--- src/hdl/flashPkg.sv ---
// flash opcodes, address and count widths, buffer sizing, sequencer state type
`default_nettype none

package flashPkg;

	localparam int ADDR_BITS = 24; // byte address on the flash
	localparam int WORD_COUNT_BITS = 8; // host request size in 16-bit words
	localparam int FIFO_DEPTH = 8; // byte entries in the read buffer
	localparam int FIFO_PTR_BITS = 3; // log2 of FIFO_DEPTH

	// only plain READ is issued for now
	// fast read, status and erase opcodes would join here
	typedef enum logic [7:0] {
		opRead = 8'h03
	} flashOp_t;

	typedef enum logic [2:0] {
		seqIdle, // csN high, waiting for start
		seqCommand, // opcode byte
		seqAddress, // three address bytes, high first
		seqData, // stream bytes into the buffer
		seqRelease // csN back high, then readDone
	} seqState_t;

endpackage

`default_nettype wire

--- src/hdl/spiPkg.sv ---
// serial link constants and byte engine state type
`default_nettype none

package spiPkg;

	localparam int BYTE_BITS = 8; // bits per spi byte, msb first
	localparam int SCK_CYCLES = 16; // clk cycles per byte, sck = clk/2

	// byte engine states
	// spiIdle waits for load, spiShift runs sck, spiFinish flags byteDone
	typedef enum logic [1:0] {
		spiIdle,
		spiShift,
		spiFinish
	} spiState_t;

endpackage

`default_nettype wire

--- src/hdl/byteFifo.sv ---
// circular byte buffer with push and pop strobes, empty and full levels
`timescale 1ns/1ps
`default_nettype none

module byteFifo (
	input wire clk,
	input wire rstN,
	input wire push, // never while full
	input wire [spiPkg::BYTE_BITS-1:0] pushData,
	input wire pop, // never while empty
	output logic [spiPkg::BYTE_BITS-1:0] popData, // head entry
	output logic empty,
	output logic full
);
	import spiPkg::*;
	import flashPkg::*;

	logic [BYTE_BITS-1:0] mem [FIFO_DEPTH];
	logic [FIFO_PTR_BITS-1:0] wrPtr; // depth is a power of two, pointers wrap
	logic [FIFO_PTR_BITS-1:0] rdPtr;
	logic [FIFO_PTR_BITS:0] count; // 0 .. FIFO_DEPTH

	assign popData = mem[rdPtr];
	assign empty = (count == '0);
	assign full = (count == (FIFO_PTR_BITS + 1)'(FIFO_DEPTH));

	always_ff @(posedge clk or negedge rstN) begin
		if (!rstN) begin
			wrPtr <= '0;
			rdPtr <= '0;
			count <= '0;
		end else begin
			if (push)
				wrPtr <= wrPtr + 1'b1;
			if (pop)
				rdPtr <= rdPtr + 1'b1;
			if (push && !pop)
				count <= count + 1'b1;
			else if (pop && !push)
				count <= count - 1'b1;
		end
	end

	always_ff @(posedge clk) begin
		if (push)
			mem[wrPtr] <= pushData; // seen at popData next cycle
	end

endmodule

`default_nettype wire

--- src/hdl/flashReader.sv ---
// flash read path top, sequencer into byte buffer into word reader
`timescale 1ns/1ps
`default_nettype none

module flashReader (
	input wire clk,
	input wire rstN,
	input wire start,
	input wire [flashPkg::ADDR_BITS-1:0] startAddr,
	input wire [flashPkg::WORD_COUNT_BITS-1:0] wordCount,
	input wire next,
	input wire miso,
	output logic sck,
	output logic csN,
	output logic mosi,
	output logic busy,
	output logic readDone,
	output logic [2*spiPkg::BYTE_BITS-1:0] word,
	output logic wordValid
);
	import spiPkg::*;

	logic push;
	logic [BYTE_BITS-1:0] pushData;
	logic full; // back-pressure to the sequencer, stalls sck
	logic pop;
	logic [BYTE_BITS-1:0] popData;
	logic empty;

	readSequencer i_sequencer (
		.clk(clk),
		.rstN(rstN),
		.start(start),
		.startAddr(startAddr),
		.wordCount(wordCount),
		.miso(miso),
		.sck(sck),
		.mosi(mosi),
		.csN(csN),
		.busy(busy),
		.readDone(readDone),
		.push(push),
		.pushData(pushData),
		.full(full)
	);

	byteFifo i_fifo (
		.clk(clk),
		.rstN(rstN),
		.push(push),
		.pushData(pushData),
		.pop(pop),
		.popData(popData),
		.empty(empty),
		.full(full)
	);

	wordReader i_reader (
		.clk(clk),
		.rstN(rstN),
		.next(next),
		.popData(popData),
		.empty(empty),
		.pop(pop),
		.word(word),
		.wordValid(wordValid)
	);

endmodule

`default_nettype wire

--- src/hdl/readSequencer.sv ---
// READ command sequencer, issues opcode and address then streams data bytes
`timescale 1ns/1ps
`default_nettype none

module readSequencer (
	input wire clk,
	input wire rstN,
	input wire start, // one-cycle request, ignored while busy
	input wire [flashPkg::ADDR_BITS-1:0] startAddr,
	input wire [flashPkg::WORD_COUNT_BITS-1:0] wordCount,
	input wire miso,
	output logic sck,
	output logic mosi,
	output logic csN,
	output logic busy,
	output logic readDone, // one-cycle pulse after csN has risen
	output logic push,
	output logic [spiPkg::BYTE_BITS-1:0] pushData,
	input wire full
);
	import spiPkg::*;
	import flashPkg::*;

	seqState_t state;
	logic csSetup; // one cycle of csN low before the first sck
	logic byteActive; // engine holds a byte between load and byteDone
	logic load;
	logic byteDone;
	logic [1:0] stepCnt; // address byte index, then release wait
	logic [WORD_COUNT_BITS:0] dataLeft; // data bytes not yet started
	logic [ADDR_BITS-1:0] addrReg;
	logic [BYTE_BITS-1:0] txByte;
	logic [BYTE_BITS-1:0] rxByte;

	spiByteEngine i_engine (
		.clk(clk),
		.rstN(rstN),
		.load(load),
		.txByte(txByte),
		.miso(miso),
		.byteDone(byteDone),
		.rxByte(rxByte),
		.sck(sck),
		.mosi(mosi)
	);

	assign busy = (state != seqIdle);
	assign push = (state == seqData) & byteDone; // header bytes never reach here
	assign pushData = rxByte;

	// next byte goes out the cycle after byteDone
	// data bytes also wait for room in the buffer, csN stays low meanwhile
	always_comb begin
		load = 1'b0;
		if (!byteActive && !csSetup) begin
			case (state)
				seqCommand, seqAddress: load = 1'b1;
				seqData: load = !full && (dataLeft != '0);
				default: load = 1'b0;
			endcase
		end
	end

	always_comb begin
		case (state)
			seqCommand: txByte = opRead;
			seqAddress: begin
				case (stepCnt)
					2'd0: txByte = addrReg[ADDR_BITS-1 -: BYTE_BITS]; // a[23:16]
					2'd1: txByte = addrReg[ADDR_BITS-BYTE_BITS-1 -: BYTE_BITS];
					default: txByte = addrReg[BYTE_BITS-1:0];
				endcase
			end
			default: txByte = '0; // dummy byte while reading
		endcase
	end

	always_ff @(posedge clk or negedge rstN) begin
		if (!rstN) begin
			state <= seqIdle;
			csN <= 1'b1;
			csSetup <= 1'b0;
			byteActive <= 1'b0;
			stepCnt <= '0;
			dataLeft <= '0;
			readDone <= 1'b0;
		end else begin
			csSetup <= 1'b0;
			readDone <= 1'b0;
			if (load)
				byteActive <= 1'b1;
			else if (byteDone)
				byteActive <= 1'b0;
			case (state)
				seqIdle: begin
					if (start && wordCount != '0) begin
						state <= seqCommand;
						csN <= 1'b0;
						csSetup <= 1'b1;
						dataLeft <= {wordCount, 1'b0}; // two bytes per word
					end
				end
				seqCommand: begin
					if (byteDone) begin
						state <= seqAddress;
						stepCnt <= '0;
					end
				end
				seqAddress: begin
					if (byteDone) begin
						if (stepCnt == 2'd2)
							state <= seqData;
						else
							stepCnt <= stepCnt + 1'b1;
					end
				end
				seqData: begin
					if (load)
						dataLeft <= dataLeft - 1'b1;
					if (byteDone && dataLeft == '0) begin // last byte back
						state <= seqRelease;
						csN <= 1'b1;
						stepCnt <= '0;
					end
				end
				seqRelease: begin
					stepCnt <= stepCnt + 1'b1;
					if (stepCnt == 2'd1) begin // two cycles after csN rose
						state <= seqIdle;
						readDone <= 1'b1;
					end
				end
				default: state <= seqIdle;
			endcase
		end
	end

	// request address is payload
	always_ff @(posedge clk) begin
		if (state == seqIdle && start)
			addrReg <= startAddr;
	end

endmodule

`default_nettype wire

--- src/hdl/spiByteEngine.sv ---
// spi mode 0 full duplex byte shifter, sck at half clk
`timescale 1ns/1ps
`default_nettype none

module spiByteEngine (
	input wire clk,
	input wire rstN,
	input wire load, // start one byte, only taken while idle
	input wire [spiPkg::BYTE_BITS-1:0] txByte,
	input wire miso,
	output logic byteDone, // one cycle, rxByte valid here
	output logic [spiPkg::BYTE_BITS-1:0] rxByte,
	output logic sck,
	output logic mosi
);
	import spiPkg::*;

	spiState_t state;
	logic [$clog2(SCK_CYCLES)-1:0] cnt; // half-period counter, bit 0 is sck
	logic [BYTE_BITS-1:0] shiftReg; // tx bits leave at msb, rx bits enter at lsb
	logic misoBit; // miso held from the rising edge until the falling edge

	assign sck = (state == spiShift) & cnt[0];
	assign mosi = (state == spiShift) & shiftReg[BYTE_BITS-1];
	assign byteDone = (state == spiFinish);
	assign rxByte = shiftReg; // all 8 bits in once we reach finish

	always_ff @(posedge clk or negedge rstN) begin
		if (!rstN) begin
			state <= spiIdle;
			cnt <= '0;
		end else begin
			case (state)
				spiIdle: begin
					if (load) begin
						state <= spiShift;
						cnt <= '0;
					end
				end
				spiShift: begin
					cnt <= cnt + 1'b1;
					// 16 half periods, then one cycle to report
					if (cnt == ($clog2(SCK_CYCLES))'(SCK_CYCLES - 1))
						state <= spiFinish;
				end
				default: state <= spiIdle; // finish is a single cycle
			endcase
		end
	end

	// duplex shifter
	// even count: sck goes high at this edge, so sample miso now
	// odd count: sck goes low, next mosi bit appears and sampled bit moves in
	always_ff @(posedge clk) begin
		if (state == spiIdle && load) begin
			shiftReg <= txByte; // msb is on mosi before the first rising edge
		end else if (state == spiShift) begin
			if (!cnt[0])
				misoBit <= miso;
			else
				shiftReg <= {shiftReg[BYTE_BITS-2:0], misoBit};
		end
	end

endmodule

`default_nettype wire

--- src/hdl/wordReader.sv ---
// word assembler, pops two buffer bytes per host request, low byte first
`timescale 1ns/1ps
`default_nettype none

module wordReader (
	input wire clk,
	input wire rstN,
	input wire next, // one-cycle request, ignored while a word is pending
	input wire [spiPkg::BYTE_BITS-1:0] popData,
	input wire empty,
	output logic pop,
	output logic [2*spiPkg::BYTE_BITS-1:0] word, // held until the next wordValid
	output logic wordValid
);
	import spiPkg::*;

	logic pending; // request taken, word not yet out
	logic gotLow; // first byte already pulled
	logic [BYTE_BITS-1:0] lowByte;

	// pull whenever a request is open and there is data
	assign pop = pending & !empty;

	always_ff @(posedge clk or negedge rstN) begin
		if (!rstN) begin
			pending <= 1'b0;
			gotLow <= 1'b0;
			wordValid <= 1'b0;
		end else begin
			wordValid <= 1'b0;
			if (!pending) begin
				if (next) begin
					pending <= 1'b1;
					gotLow <= 1'b0;
				end
			end else if (!empty) begin
				if (!gotLow) begin
					gotLow <= 1'b1;
				end else begin // high byte goes now, word complete
					pending <= 1'b0;
					gotLow <= 1'b0;
					wordValid <= 1'b1;
				end
			end
		end
	end

	always_ff @(posedge clk) begin
		if (pop && !gotLow)
			lowByte <= popData;
		if (pop && gotLow)
			word <= {popData, lowByte}; // first byte from flash in low half
	end

endmodule

`default_nettype wire

--- config.mk ---
export PLATFORM = sky130hd
export DESIGN_NAME = flashReader
export DESIGN_NICKNAME = d
export VERILOG_FILES = /design/src/hdl/flashPkg.sv /design/src/hdl/spiPkg.sv /design/src/hdl/byteFifo.sv /design/src/hdl/flashReader.sv /design/src/hdl/readSequencer.sv /design/src/hdl/spiByteEngine.sv /design/src/hdl/wordReader.sv
export SDC_FILE = /design/constraint.sdc
export NUM_CORES = 1
export LEC_CHECK = 0
export CORE_MARGIN = 8
export CORE_UTILIZATION = 55
export DETAILED_ROUTE_END_ITERATION = 8
export DONT_BUFFER_PORTS = 1
export GPL_TIMING_DRIVEN = 0
export PLACE_DENSITY = 0.75
export SETUP_SLACK_MARGIN = 0.5
export SYNTH_ARGS = -nofsm -noshare
export SYNTH_HDL_FRONTEND = slang
export SYNTH_SLANG_ARGS = --single-unit
--- constraint.sdc ---
create_clock -name clk -period 3.6 [get_ports clk]
set_clock_uncertainty 0.2 [all_clocks]
set_input_delay 0.36 -clock clk [delete_from_list [all_inputs] [get_ports clk]]
set_output_delay 0.36 -clock clk [all_outputs]
set_load 0.03 [all_outputs]
==> flow_summary.ini <==
[status]
status = finished clean

[worst_hold_path]
hp-class = primary input to register
hold_path.startpoint = wordCount[4]

[floorplan]
num_rows = 39
initial_core_util = 0.5664
die_w_um = 124.7
ios = 59
core-area_sq_mm = 0.01147
die_h_um = 124.7
die-area_sq_mm = 0.01554

[routing]
first_pass_iters = 4
vias = 3594
routed_wl_mm = 11.95
drc = 0
drt_iter0_markers = 330
via_per_inst = 5.825
ant_nets = 0
wl_per_cell_um = 19.36

[sta]
fmax_mhz = 346.1
rsz0062_at_grt = no
timing.final.crit_period_ps = 2889
setup_viol = 0
setup_tns_ps = 0
slew_violations = 0
slew_headroom = 0.1962
worst_pin_slew_ps = 1196
fin_crit_sh = 0.8026
hold_violations = 0

[grt]
track_usage = 0.1626
antenna_found_initial = 0
grt_pass1_wl_mm = 20.02
grt_pass1_vias = 3780
grt-ovfl-total = 0
grt_max_degree = 38

[worst_setup_path]
crit_path_end_kind = register
critPathKind = register to register
crit_slowest_cell = dfrtp_1
crit_path_max_incr_delay_ps = 380
crit-reg2reg-launch = i_sequencer.state[0]
worstSetupStartpoint = i_sequencer.state[0]
path_max_fanout = 10
cp.required_ps = 3690
crit_buf_inv = 3
crit_arrival_ps = 2980
critical_path.cell_chain = clkbuf_4, nand2_2, nor2_4, nand2_2, inv_2, ha_1, inv_1, ha_1, a21o_1, a21oi_1, xnor2_1, nor2_1, xor2_1
setup.worst_path.start_class = register
path_delay_family = simple AND/OR/NAND/NOR gates

[finish]
layout-drive-gt1-share = 0.1751
fill_cells = 747
num_antenna_cells = 0
instances_no_fill = 617
nets = 511
final_util = 0.6746
area_growth_pct = 19.11

[clocking]
cts_root_buffer = clkbuf_16
clockBufferDepth = 2
cts_htree_levels = 4
cts_tree = done
clkSlewWorstSetupHoldPaths_ps = 60
cts_buffers = 17
clock-sinks = 158
insertion_delay_ps = 420

[pwr]
p_leak_nw = 2.794
pwr_density_cell_mw_per_mm2 = 818.2
peakVddDrop_v = 0.0005763

[placement]
placed_cells = 551
gp_congestion = 0.8722
port_buffers = 0
place_hpwl_mm = 7.587

[synthesis]
async_reset_ff_frac = 0.2342
synth-seq-cells = 158
yosysWarnings = 0
ys.flop_type = edfxtp_1
syn-num-nets = 455
ys_types = 65
synth-edff-count = 121
syn_avg_cell_area_sq_um = 16.00
synth_area_sq_mm = 0.006495
yosysSeqAreaShare = 0.7022
syn_inst = 406

[run]
max_cap_viol_count = 0
[metal layers]
| layer | vias to the layer above | routed length, um | GRT usage |
|---|---|---|---|
| met4 | 0 | 178 | 0.06662 |
| met3 | 12 | 686 | 0.05702 |
| met1 | 1787 | 5033 | 0.1897 |
| met5 | - | 0 | 0 |
| met2 | 101 | 6048 | 0.2683 |
| li1 | 1694 | - | - |
[per-stage QoR]
stage,hold WS [ps],power (W),instance area [sq um],setup slack [ps]
finish,35.78,0.006330,7736,710.8
global route,30.48,0.006637,7736,508.7
detailed placement,-134.1,0.004324,6699,239.3
CTS,18.35,0.006339,7717,584.4
floorplan,-135.6,0.003989,6495,859.7
global placement,-133.9,0.004254,6674,217.8
[final timing paths]
path,endpoint,slack (ps),depth (start not counted)
max,i_fifo.count[3],710,13
min,i_sequencer.dataLeft[5],40,2
max reg2reg,i_fifo.count[3],710,13
min reg2reg,i_reader.word[2],220,0
max in group asynchronous,i_sequencer.csN,2750,2
min in group asynchronous,i_sequencer.dataLeft[5],200,2
[worst register-to-register path: stages (launching register included)]
cell	delay, ps
dfrtp_1	380
clkbuf_4	210
nand2_2	130
nor2_4	220
nand2_2	200
inv_2	140
ha_1	190
inv_1	100
ha_1	310
a21o_1	180
a21oi_1	170
xnor2_1	140
nor2_1	70
xor2_1	140
[state kept, by name, summed over array words and instances, names as in the netlist, 3 cells and up]
register,count
i_fifo.mem,64
i_sequencer.addrReg,24
i_reader.word,16
i_sequencer.dataLeft,9
i_reader.lowByte,8
i_sequencer.i_engine.rxByte,8
i_fifo.count,4
i_sequencer.i_engine.cnt,4
i_fifo.rdPtr,3
i_fifo.wrPtr,3
i_sequencer.state,3
[cells in the mapped netlist, drive strengths merged, types with 5 or more instances]
master	number	area share
a22o	9	0.012
dfrtp	36	0.14
nand3	6	0.0046
mux2	11	0.019
nor3	12	0.0092
o21ai	11	0.010
edfxtp	121	0.56
a21oi	17	0.015
nand2	36	0.022
buf	8	0.0075
xnor2	8	0.011
inv	11	0.0064
o31ai	9	0.010
nor4	5	0.0091
nor2	18	0.010
clkbuf	5	0.0029
ha	11	0.021
nand2b	5	0.0048
mux4	16	0.055
[cells by family (layout without fill, tap and decap cells)]
group,count (synthesis),count (layout),share of synthesized area
muxes,29,29,0.07764
adders and majority gates,12,12,0.02427
xor gates and xnor gates,9,9,0.01214
and+or+nand+nor,102,102,0.08361
AOI/OAI and AO/OA,72,72,0.08342
buffers and inverters,24,92,0.01676
DFF,158,158,0.7022
[final cells by class]
class	count	area [sq um]	area share
clock buffers	19	432.9	0.05596
repair buffers	37	379.1	0.04901
well taps	143	178.9	0.02313
clock inverters	12	217.7	0.02814
plain buffers	13	70.07	0.009057
multi-input cells	224	1856	0.2399
flip-flops and latches	158	4561	0.5895
inverters	11	41.29	0.005337
[power breakdown]
group	leakage, nW	switching (W)	total, W	internal (W)
Sequential	1.55	0.000524	0.00309	0.00256
Combinational	0.931	0.000701	0.00128	0.000581
Clock	0.310	0.000671	0.00196	0.00129
Total	2.79	0.00190	0.00633	0.00443
[what timing repair did]
action | in CTS | in global routing
gates resized for setup | 2 | 3
setup buffers | 0 | 0
setup endpoints to repair | 17 | 1
endpoints found under the hold margin | 71 | 0
hold buffers | 35 | 0
cloned | 0 | 0
[layout by cell type, fill, tap and decap left out, drive strengths merged, types with 2 or more instances in the layout]
cell,n
or4,2
nand2,36
a22o,9
nor3,12
a21oi,17
dlygate4sd3,34
nor2,18
a21o,4
nor2b,3
inv,11
clkinv,4
nor4,5
or2,3
ha,11
mux2i,2
dfrtp,36
nand3,6
o21ai,11
a211oi,2
mux2,11
nand2b,5
o311a,2
buf,10
xnor2,8
bufinv,6
and2,4
mux4,16
o22ai,2
and3,2
clkinvlp,2
edfxtp,121
o31ai,9
o211ai,3
clkbuf,25
o21a,2
a32oi,2
Power figures use the tool's default switching activity.
